<file path="src/vga_fb_pkg.sv">
// vga framebuffer shared definitions
// word and index widths, pixel word type, and the structs that carry
// timing strobes and fetch traffic between the blocks
`default_nettype none

package vga_fb_pkg;

    // one bus word holds this many monochrome pixels
    localparam int word_w = 32;

    // word index into the framebuffer
    localparam int idx_w = 16;

    // bit 0 is the leftmost pixel on screen
    typedef logic [word_w-1:0] pixel_word_t;

    // registered strobes from the timing generator
    typedef struct packed {
        logic hsync_n;
        logic vsync_n;
        // high on visible pixels
        logic de;
        // single cycle, first cycle of vertical blanking
        logic frame_start;
    } vga_timing_t;

    // word request from the pixel buffer
    typedef struct packed {
        logic             valid;
        logic [idx_w-1:0] index;
    } fetch_req_t;

    // fetched word, valid for one cycle
    typedef struct packed {
        logic        valid;
        pixel_word_t data;
    } fetch_rsp_t;

endpackage

`default_nettype wire

</file>
<file path="src/pixel_buffer.sv">
// pixel buffer
// two word prefetch slots fed by the fetch unit, shifts one pixel per
// visible clock LSB first and flags a sticky underrun when starved
`timescale 1ns/1ps
`default_nettype none

module pixel_buffer #(
    // words in one visible frame
    parameter int frame_words = 9600
) (
    input  logic                     clk,
    input  logic                     arst_n,
    input  logic                     en,
    input  vga_fb_pkg::vga_timing_t  timing,
    input  logic                     fetch_busy,
    input  vga_fb_pkg::fetch_rsp_t   rsp,
    output vga_fb_pkg::fetch_req_t   req,
    output logic                     hsync_n,
    output logic                     vsync_n,
    output logic                     de,
    output logic                     pixel,
    output logic                     underrun
);

    localparam int pos_w = $clog2(vga_fb_pkg::word_w);
    localparam logic [pos_w-1:0] last_pos = pos_w'(vga_fb_pkg::word_w - 1);
    localparam logic [vga_fb_pkg::idx_w-1:0] words_per_frame =
        frame_words[vga_fb_pkg::idx_w-1:0];

    vga_fb_pkg::pixel_word_t         slot_data [2];
    logic [1:0]                      slot_full;
    logic                            rd_sel;
    logic                            wr_sel;
    logic [pos_w-1:0]                bit_pos;
    logic [vga_fb_pkg::idx_w-1:0]    index;
    logic                            pending;
    logic                            discard;
    logic                            synced;
    logic                            flush;
    logic                            accept;
    logic                            show;
    logic                            req_ok;

    // restart point, new frame or display disabled
    assign flush  = timing.frame_start || !en;
    // response that belongs to the current frame
    assign accept = rsp.valid && !discard && !flush;
    // visible pixel once aligned to a frame boundary
    assign show   = synced && en && timing.de;

    // one fetch in flight, stop at the frame's last word
    assign req_ok = synced && !flush && !fetch_busy && !pending &&
                    (slot_full != 2'b11) && (index < words_per_frame);

    assign req.valid = req_ok;
    assign req.index = index;

    always_ff @(posedge clk or negedge arst_n) begin
        if (!arst_n) begin
            slot_full <= 2'b00;
            rd_sel    <= 1'b0;
            wr_sel    <= 1'b0;
            bit_pos   <= '0;
            index     <= '0;
            pending   <= 1'b0;
            discard   <= 1'b0;
            synced    <= 1'b0;
        end else begin
            // outstanding fetch tracking, bus cycle always completes
            if (req_ok) begin
                pending <= 1'b1;
            end else if (rsp.valid) begin
                pending <= 1'b0;
            end
            if (flush) begin
                slot_full <= 2'b00;
                rd_sel    <= 1'b0;
                wr_sel    <= 1'b0;
                bit_pos   <= '0;
                index     <= '0;
                // word still on the bus is stale
                discard   <= pending && !rsp.valid;
                // first blanking after enable aligns the buffer
                synced    <= en;
            end else begin
                if (rsp.valid) begin
                    discard <= 1'b0;
                end
                if (req_ok) begin
                    index <= index + 1'b1;
                end
                // slot written and slot drained are never the same one
                if (accept) begin
                    slot_full[wr_sel] <= 1'b1;
                    wr_sel            <= !wr_sel;
                end
                if (show && slot_full[rd_sel]) begin
                    bit_pos <= bit_pos + 1'b1;
                    if (bit_pos == last_pos) begin
                        slot_full[rd_sel] <= 1'b0;
                        rd_sel            <= !rd_sel;
                    end
                end
            end
        end
    end

    // slot storage
    always_ff @(posedge clk) begin
        if (accept) begin
            slot_data[wr_sel] <= rsp.data;
        end
    end

    // outputs lag the timing struct by one cycle, all aligned
    always_ff @(posedge clk or negedge arst_n) begin
        if (!arst_n) begin
            hsync_n  <= 1'b1;
            vsync_n  <= 1'b1;
            de       <= 1'b0;
            pixel    <= 1'b0;
            underrun <= 1'b0;
        end else begin
            hsync_n <= timing.hsync_n;
            vsync_n <= timing.vsync_n;
            de      <= timing.de;
            // starved pixels show black
            pixel   <= show && slot_full[rd_sel] && slot_data[rd_sel][bit_pos];
            // sticky, only reset clears it
            if (show && !slot_full[rd_sel] && !flush) begin
                underrun <= 1'b1;
            end
        end
    end

endmodule

`default_nettype wire

</file>
<file path="src/vga_fb_top.sv">
// monochrome framebuffer display engine, chip level
// joins timing generator, wishbone fetch unit and pixel buffer, gated
// by en, results on gpio 0 to 4
`timescale 1ns/1ps
`default_nettype none

module vga_fb_top #(
    parameter int h_active = 640,
    parameter int h_front  = 16,
    parameter int h_sync   = 96,
    parameter int h_back   = 48,
    parameter int v_active = 480,
    parameter int v_front  = 10,
    parameter int v_sync   = 2,
    parameter int v_back   = 33
) (
    input  logic          clk,
    input  logic          arst_n,
    input  logic          en,
    input  logic [127:0]  la_data_in,
    output logic [127:0]  la_data_out,
    input  logic [127:0]  la_oenb,
    input  logic [33:0]   gpio_in,
    output logic [33:0]   gpio_out,
    output logic [33:0]   gpio_oeb,
    input  logic [31:0]   mem_adr_start,
    output logic [31:0]   ADR_O,
    output logic [31:0]   DAT_O,
    output logic [3:0]    SEL_O,
    output logic          WE_O,
    output logic          STB_O,
    output logic          CYC_O,
    input  logic [31:0]   DAT_I,
    input  logic          ACK_I
);

    // visible pixels per frame packed into bus words
    localparam int frame_words = (h_active * v_active) / vga_fb_pkg::word_w;

    vga_fb_pkg::vga_timing_t  timing;
    vga_fb_pkg::fetch_req_t   req;
    vga_fb_pkg::fetch_rsp_t   rsp;
    logic                     fetch_busy;
    logic                     hsync_n;
    logic                     vsync_n;
    logic                     de;
    logic                     pixel;
    logic                     underrun;

    vga_timing #(
        .h_active (h_active),
        .h_front  (h_front),
        .h_sync   (h_sync),
        .h_back   (h_back),
        .v_active (v_active),
        .v_front  (v_front),
        .v_sync   (v_sync),
        .v_back   (v_back)
    ) i_vga_timing (
        .clk    (clk),
        .arst_n (arst_n),
        .en     (en),
        .timing (timing)
    );

    wb_fetch i_wb_fetch (
        .clk           (clk),
        .arst_n        (arst_n),
        .mem_adr_start (mem_adr_start),
        .req           (req),
        .rsp           (rsp),
        .fetch_busy    (fetch_busy),
        .ADR_O         (ADR_O),
        .DAT_O         (DAT_O),
        .SEL_O         (SEL_O),
        .WE_O          (WE_O),
        .STB_O         (STB_O),
        .CYC_O         (CYC_O),
        .DAT_I         (DAT_I),
        .ACK_I         (ACK_I)
    );

    pixel_buffer #(
        .frame_words (frame_words)
    ) i_pixel_buffer (
        .clk        (clk),
        .arst_n     (arst_n),
        .en         (en),
        .timing     (timing),
        .fetch_busy (fetch_busy),
        .rsp        (rsp),
        .req        (req),
        .hsync_n    (hsync_n),
        .vsync_n    (vsync_n),
        .de         (de),
        .pixel      (pixel),
        .underrun   (underrun)
    );

    // pins 0 to 4 driven, the rest left as inputs
    assign gpio_out    = {29'b0, underrun, de, pixel, vsync_n, hsync_n};
    assign gpio_oeb    = {{29{1'b1}}, 5'b0};
    assign la_data_out = '0;

endmodule

`default_nettype wire

</file>
<file path="src/vga_timing.sv">
// vga timing generator
// horizontal and vertical counters with registered sync, display enable
// and frame start strobes, counters parked at zero while disabled
`timescale 1ns/1ps
`default_nettype none

module vga_timing #(
    parameter int h_active = 640,
    parameter int h_front  = 16,
    parameter int h_sync   = 96,
    parameter int h_back   = 48,
    parameter int v_active = 480,
    parameter int v_front  = 10,
    parameter int v_sync   = 2,
    parameter int v_back   = 33
) (
    input  logic                     clk,
    input  logic                     arst_n,
    input  logic                     en,
    output vga_fb_pkg::vga_timing_t  timing
);

    // line length in pixels, frame length in lines
    localparam int h_total = h_active + h_front + h_sync + h_back;
    localparam int v_total = v_active + v_front + v_sync + v_back;
    localparam int h_w     = $clog2(h_total);
    localparam int v_w     = $clog2(v_total);

    // boundaries at counter width
    localparam logic [h_w-1:0] h_act_end  = h_w'(h_active);
    localparam logic [h_w-1:0] h_sync_beg = h_w'(h_active + h_front);
    localparam logic [h_w-1:0] h_sync_end = h_w'(h_active + h_front + h_sync);
    localparam logic [h_w-1:0] h_last     = h_w'(h_total - 1);
    localparam logic [v_w-1:0] v_act_end  = v_w'(v_active);
    localparam logic [v_w-1:0] v_sync_beg = v_w'(v_active + v_front);
    localparam logic [v_w-1:0] v_sync_end = v_w'(v_active + v_front + v_sync);
    localparam logic [v_w-1:0] v_last     = v_w'(v_total - 1);

    // strobes while idle or in reset
    localparam vga_fb_pkg::vga_timing_t timing_idle = '{
        hsync_n:     1'b1,
        vsync_n:     1'b1,
        de:          1'b0,
        frame_start: 1'b0
    };

    logic [h_w-1:0]           h_cnt;
    logic [v_w-1:0]           v_cnt;
    vga_fb_pkg::vga_timing_t  timing_nxt;

    // position counters, zero is first active pixel of line 0
    always_ff @(posedge clk or negedge arst_n) begin
        if (!arst_n) begin
            h_cnt <= '0;
            v_cnt <= '0;
        end else if (!en) begin
            // hold the after-reset position
            h_cnt <= '0;
            v_cnt <= '0;
        end else if (h_cnt == h_last) begin
            h_cnt <= '0;
            // end of line, step the line counter
            if (v_cnt == v_last) begin
                v_cnt <= '0;
            end else begin
                v_cnt <= v_cnt + 1'b1;
            end
        end else begin
            h_cnt <= h_cnt + 1'b1;
        end
    end

    // decode strobes from the current position
    always_comb begin
        timing_nxt.de          = (h_cnt < h_act_end) && (v_cnt < v_act_end);
        timing_nxt.hsync_n     = !((h_cnt >= h_sync_beg) && (h_cnt < h_sync_end));
        timing_nxt.vsync_n     = !((v_cnt >= v_sync_beg) && (v_cnt < v_sync_end));
        // first blanking line, first cycle
        timing_nxt.frame_start = (v_cnt == v_act_end) && (h_cnt == '0);
    end

    // registered outputs, one cycle behind the counters
    always_ff @(posedge clk or negedge arst_n) begin
        if (!arst_n) begin
            timing <= timing_idle;
        end else if (!en) begin
            timing <= timing_idle;
        end else begin
            timing <= timing_nxt;
        end
    end

endmodule

`default_nettype wire

</file>
<file path="src/wb_fetch.sv">
// wishbone fetch unit
// classic single read master, turns one word index request into one
// bus read and hands the word back as a single cycle response
`timescale 1ns/1ps
`default_nettype none

module wb_fetch (
    input  logic                     clk,
    input  logic                     arst_n,
    input  logic [31:0]              mem_adr_start,
    input  vga_fb_pkg::fetch_req_t   req,
    output vga_fb_pkg::fetch_rsp_t   rsp,
    output logic                     fetch_busy,
    output logic [31:0]              ADR_O,
    output logic [31:0]              DAT_O,
    output logic [3:0]               SEL_O,
    output logic                     WE_O,
    output logic                     STB_O,
    output logic                     CYC_O,
    input  logic [31:0]              DAT_I,
    input  logic                     ACK_I
);

    typedef enum logic {
        st_idle,
        st_read
    } state_t;

    state_t                   state;
    logic [31:0]              adr_q;
    logic                     rsp_valid;
    vga_fb_pkg::pixel_word_t  rsp_data;

    // idle waits for a request, read holds the cycle until ack
    always_ff @(posedge clk or negedge arst_n) begin
        if (!arst_n) begin
            state     <= st_idle;
            rsp_valid <= 1'b0;
        end else begin
            rsp_valid <= 1'b0;
            case (state)
                st_idle: begin
                    if (req.valid) begin
                        state <= st_read;
                    end
                end
                st_read: begin
                    // cyc and stb drop on the ack edge
                    if (ACK_I) begin
                        state     <= st_idle;
                        rsp_valid <= 1'b1;
                    end
                end
                default: begin
                    state <= st_idle;
                end
            endcase
        end
    end

    // byte address of the word, held for the whole cycle
    always_ff @(posedge clk) begin
        if (state == st_idle && req.valid) begin
            adr_q <= mem_adr_start + (32'(req.index) << 2);
        end
    end

    // capture read data on ack
    always_ff @(posedge clk) begin
        if (state == st_read && ACK_I) begin
            rsp_data <= DAT_I;
        end
    end

    assign rsp.valid  = rsp_valid;
    assign rsp.data   = rsp_data;
    assign fetch_busy = (state == st_read);

    // read only, full word lanes
    assign ADR_O = adr_q;
    assign DAT_O = '0;
    assign SEL_O = 4'hf;
    assign WE_O  = 1'b0;
    assign STB_O = (state == st_read);
    assign CYC_O = (state == st_read);

endmodule

`default_nettype wire

</file>
<file path="config.mk">
export PLATFORM = sky130hd
export DESIGN_NAME = vga_fb_top
export DESIGN_NICKNAME = d
export VERILOG_FILES = /design/src/vga_fb_pkg.sv /design/src/pixel_buffer.sv /design/src/vga_fb_top.sv /design/src/vga_timing.sv /design/src/wb_fetch.sv
export SDC_FILE = /design/constraint.sdc
export NUM_CORES = 1
export LEC_CHECK = 0
export BUFFER_PORTS_ARGS = -buffer_cell sky130_fd_sc_hd__clkbuf_2
export CAP_MARGIN = 20
export CORE_AREA = 2 2 244 246
export CTS_CLUSTER_DIAMETER = 80
export DETAILED_ROUTE_END_ITERATION = 8
export DIE_AREA = 0 0 246 248
export GPL_ROUTABILITY_DRIVEN = 0
export GPL_TIMING_DRIVEN = 0
export MAX_ROUTING_LAYER = met4
export PLACE_DENSITY = 0.46
export SYNTH_ARGS = -nofsm -noshare
export SYNTH_HDL_FRONTEND = slang
export SYNTH_HIERARCHICAL = 1
export SYNTH_SLANG_ARGS = --single-unit
</file>
<file path="constraint.sdc">
create_clock -name clk -period 5.6 [get_ports clk]
set_input_delay 0.56 -clock clk [delete_from_list [all_inputs] [get_ports clk]]
set_output_delay 0.56 -clock clk [all_outputs]
set_load 0.01 [all_outputs]
</file>
Word-level counts from Yosys, hierarchy flattened
Memories as Yosys holds them, arrays and structs flattened. Index checks and enable logic that the tools add are counted.

$add $sub $neg: 5. Muxes and demuxes: 38. Shifts and indexed selects: 0. Divide/modulo/power cells: 0. Equal/unequal tests: 6. Bitwise logic cells: 4. Order comparisons: 12. Reduce and logical (&&, ||, !) cells: 42. Multipliers: 0.

Operator list (number): $mux 10 (5); $add 32x18->32 (1); $mux 16 (2); $logic_and 1x1->1 (22); $add 10x1->10 const B (2); $eq 10x10->1 const B (2); $lt 10x10->1 const B (2); $lt 10x9->1 const B (2); $mux 1 (19); $add 16x1->16 const B (1); $lt 16x14->1 const B (1); $reduce_bool 2->1 (6); $logic_not 1->1 (11); $eq 10x9->1 const B (1); $ge 10x10->1 const B (1); $ge 10x9->1 const B (1); $logic_not 10->1 (1); $mux 2 (5); $mux 5 (2); $lt 5x6->1 const B (1); $add 5x1->5 const B (1); $bmux 1 s5 (1); $eq 5x5->1 const B (1); $lt 1x2->1 const B (2); 12 further kinds (14).

Register bits: 123. ROM bits: 0. Latch bits: 0. Word-level logic and storage cells: 131. Memory bits (writable): 64. Memories: 1.

Memories: i_pixel_buffer.slot_data (words 2, bits a word 32, read ports 1, clocked after Yosys merged registers in 0, write ports 1, RTL line pixel_buffer.sv:30) `vga_fb_pkg::pixel_word_t slot_data [2];`.

Logic depth before layout (Yosys ltp)
Word-level depth: 11. Mapped depth: 9.

Hierarchy
The synthesis kept the hierarchy.

Modules (own cells, without submodules): pixel_buffer (area an instance 4007.6 µm², seq. area each 2750.1 µm², instances 1, cells an instance 259); wb_fetch (area an instance 3422.0 µm², seq. area each 1971.9 µm², instances 1, cells an instance 268); vga_fb_top (area an instance 1478.9 µm², seq. area each 0.0 µm², instances 1, cells an instance 198); vga_timing (area an instance 1275.0 µm², seq. area each 603.1 µm², instances 1, cells an instance 122).

Worst setup path after synthesis
No wires, ideal clock.

Path type: input to register. Start: input en. End: memory i_pixel_buffer/slot_data[0][0] (netlist name), enable pin. Setup slack: 1175 ps. Cell stages on the path: 3. Data required time: 5095 ps. Arrival: 3921 ps. Setup time: 505 ps. Path through: nand2b_1 clkbuf_1 nor4_1.

Word-level cells in the longest chain between the ends: 6.

Ends and longest elaborated chain: start, declared (RTL line vga_fb_top.sv:19) `input logic en,`; $logic_not 1->1; $logic_or 1x1->1 (RTL line pixel_buffer.sv:45) `assign flush = timing.frame_start || !en;`; $logic_not 1->1 (RTL line pixel_buffer.sv:47) `assign accept = rsp.valid && !discard && !flush;`; $logic_and 1x1->1 (RTL line pixel_buffer.sv:47); $mux 1 (RTL line pixel_buffer.sv:110) `if (accept) begin`; $mux 1 (not written as such) (RTL line pixel_buffer.sv:111) `slot_data[wr_sel] <= rsp.data;`; end, declared (RTL line pixel_buffer.sv:30).

Every way passes these cells.

Worst setup path after layout
Start: register i_pixel_buffer/index[0] (netlist name). End: register i_wb_fetch.adr_q[30], in the netlist i_wb_fetch/ADR_O[30] (data pin).

Word-level cells in the longest chain between the ends: 1.

Ends and longest elaborated chain: start, declared (RTL line pixel_buffer.sv:35) `logic [vga_fb_pkg::idx_w-1:0] index;`; start signal, assigned (RTL line pixel_buffer.sv:90) `index <= index + 1'b1;`; $add 32x18->32 (RTL line wb_fetch.sv:64) `adr_q <= mem_adr_start + (32'(req.index) << 2);`; end signal, assigned (RTL line wb_fetch.sv:64); end, declared (RTL line wb_fetch.sv:30) `logic [31:0] adr_q;`.

Every way passes these cells. A chain may end at the register's enable or synchronous reset.

==> qor.csv <==
metric,value,unit
status,"finished, final reports clean",
"Hold Vio Cnt, Final",0,
Worst EP required,5.78,ns
Die Ht,248,um
DRT Pass-1 Iters,4,
Starting Density,0.174,
vias in the first global route,5982,
Util after Layout,0.226,
Max clock buf depth,2,
CTS tree,done,
first-pass GRT wire length,37100,um
die area,61000,um^2
Place WS,2.64,ns
Post-CTS Resized,0,
Post-synth top cells,"buf_4 (240), edfxtp_1 (128), dfrtp_1 (55)",
CTS Buf Count,17,
CTS root buf,clkbuf_16,
Final ANT Viol Nets,0,
CTS Hold Bufs,0,
total track usage,0.0858,
power density over the cells,227,nW/um^2
VDD IR max,0.000166,V
RSZ-0062 raised after global routing,no,
Post-synth EDFFs,128,
highest net fanout along the worst path,7,
GR Overflow Total,0,
crit path DAT,2.99,ns
I/O Buffers,105,
"count leader, synth",buf_4,
Placement Rows,89,
CP Class,reg2reg,
post-synthesis to final-layout area growth,29.6,%
share of layout cells above drive strength 1,0.350,
DIE WIDTH,246,um
Worst Hold Class,in2async,
Post-CTS Setup Inserts,0,
H-Tree Depth,4,
sequential element share of the synthesized area,0.523,
Slew HR,0.405,
Final Cycle Share,0.502,
initial antenna violation count,9,
Static Leak,5.88,nW
start point of the critical path,i_pixel_buffer/index[0],
setup TNS,0,ns
post-synth top area share,0.377,
Area contributors post-synth,"edfxtp_1 (38%), buf_4 (18%), dfrtp_1 (14%), mux4_2 (3.5%), ha_1 (2.8%)",
"Slew Viols, Final",0,
Post-DP HPWL,21000,um
fin nets,1583,
Post-Route Skew,0.0120,ns
"Reg clk slew, reported paths",0.07,ns
Post-Synthesis Cells,847,
Avg WL per Cell,13.2,um
RR Startpoint,i_pixel_buffer/index[0],
Max Clock Freq,356,MHz
Yosys reg bits,187,
Vias/cell,3.33,
max cap viols,0,
Worst R2R Setup Slack,2.79,ns
CTS sink count,187,
Netlist cell types,71,
Final WS setup,2.79,ns
Post-Route WL,26300,um
Clock Latency Late Sink,0.45,ns
largest net degree at the start of global routing,60,
initial detailed-routing violation count,261,
# setup viols final,0,
Synth area leader,edfxtp_1,
worst r2r dst,i_wb_fetch/ADR_O[30],
Mapped Area,10200,um^2
final worst path period need,2.81,ns
critical path launch point type,flop,
Syn. warnings,6,
via count,6633,
Slew @ Worst Pin,0.893,ns
Post-synth ARST share,0.316,
DRC,0,
Mean Syn Cell Area,12.0,um^2
num ports,625,
FF-to-FF path depth,9,
dominant synthesized flop cell,edfxtp_1,
Crit. End Element,flop,
core footprint,58500,um^2
[how the worst max path moves through the flow]
stage | end | slack [ns] | cells past startpoint
final | i_wb_fetch/ADR_O[30] | 2.79 | 9
after global routing | i_wb_fetch/ADR_O[26] | 2.60 | 9
after CTS | i_wb_fetch/ADR_O[30] | 2.78 | 9
after detailed placement | i_wb_fetch/ADR_O[30] | 2.64 | 10
after global placement | i_pixel_buffer/slot_data[0][2] | -1.65 | 4
after floorplan | i_pixel_buffer/slot_data[0][0] | 1.17 | 3
[power by group]
group / leakage [nW] / internal [mW] / total (mW) / switching, mW
Sequential: 1.95 / 1.47 / 1.48 / 0.00419
Clock: 0.291 / 0.649 / 1.22 / 0.575
Combinational: 3.63 / 0.141 / 0.291 / 0.150
Total: 5.88 / 2.26 / 2.99 / 0.730
[final cells by class]
class                      count  area (um^2)
antenna                        4         10.0
buffer                       255         1880
clock buffer                  20          447
clock inverter                12          144
fill                        6302        45300
inverter                      24         90.1
multi-input combinational    605         3750
sequential                   187         5330
tap                          773          967
timing repair buffer         111          593
[state kept, by name (all words and copies together), names as in the netlist, 2 cells and up]
| register | count |
|---|---|
| i_vga_timing/h_cnt | 10 |
| i_pixel_buffer/slot_data | 64 |
| i_vga_timing/timing | 4 |
| i_wb_fetch/rsp_data | 32 |
| i_pixel_buffer/index | 16 |
| i_pixel_buffer/slot_full | 2 |
| i_pixel_buffer/bit_pos | 5 |
| i_wb_fetch/ADR_O | 32 |
| i_vga_timing/v_cnt | 10 |
[cells by family (layout without fill, tap and decap cells)]
kind of cell             Yosys count  count (layout)  share of synthesized area
AO/OA/AOI/OAI                    107             107                     0.0772
XOR/XNOR                          41              41                     0.0353
adder cells (fa/ha/maj)           24              24                     0.0302
buffers and inverters            279             422                      0.193
flip-flops                       187             187                      0.523
multiplexers                      25              25                     0.0442
other                              4             232                    0.00147
AND/OR/NAND/NOR                  180             180                     0.0956
[metrics by stage]
step                std cells  hold slack [ns]  total power [mW]  instance area, um^2
CTS                      1987            0.240              3.05                13200
global placement         1949            0.350              1.79                12500
global route             1987            0.244              3.13                13200
floorplan                1071            0.264              1.73                11000
detailed placement       1955            0.348              1.79                12600
finish                   1991            0.234              2.99                13200
[critical path: stages, from the launching register on]
cell and delay (ns):
dfrtp_1 0.43, ha_1 0.20, inv_1 0.05, fa_1 0.40, nand2b_1 0.20, a21oi_2 0.21, o2111ai_1 0.25, a21oi_2 0.42
o2111ai_1 0.20, xnor2_1 0.18
[metal layers]
layer  vias up  global-route usage  routed length, um
li1       3286                   -                  -
met5         -                   -                  0
met1      3145              0.0938              10300
met3        30              0.0175               1010
met2       172               0.157              14500
met4         0              0.0241                481
[cell usage in the layout (no fill, tap or decap), drive strengths merged, types with 4 or more instances in the layout]
| master | synthesis | final |
|---|---|---|
| o21ai | 12 | 12 |
| conb | 4 | 228 |
| nand4 | 10 | 10 |
| o2111ai | 8 | 8 |
| clkbuf | 10 | 135 |
| dfstp | 4 | 4 |
| ha | 23 | 23 |
| and2 | 10 | 10 |
| a21oi | 22 | 22 |
| or3 | 4 | 4 |
| buf | 245 | 251 |
| nor2b | 6 | 6 |
| o41ai | 4 | 4 |
| nand2 | 43 | 43 |
| and3 | 11 | 11 |
| inv | 24 | 33 |
| nand3 | 21 | 21 |
| or4 | 7 | 7 |
| mux4 | 16 | 16 |
| xnor2 | 23 | 23 |
| and4 | 6 | 6 |
| nand2b | 9 | 9 |
| nor2 | 32 | 32 |
| diode | 0 | 4 |
| xor2 | 18 | 18 |
| a31oi | 6 | 6 |
| dfrtp | 55 | 55 |
| o211ai | 14 | 14 |
| a21boi | 5 | 5 |
| nor3 | 7 | 7 |
| edfxtp | 128 | 128 |
| a21o | 9 | 9 |
| mux2i | 9 | 9 |
No activity file was read; power rests on OpenSTA's default activity.
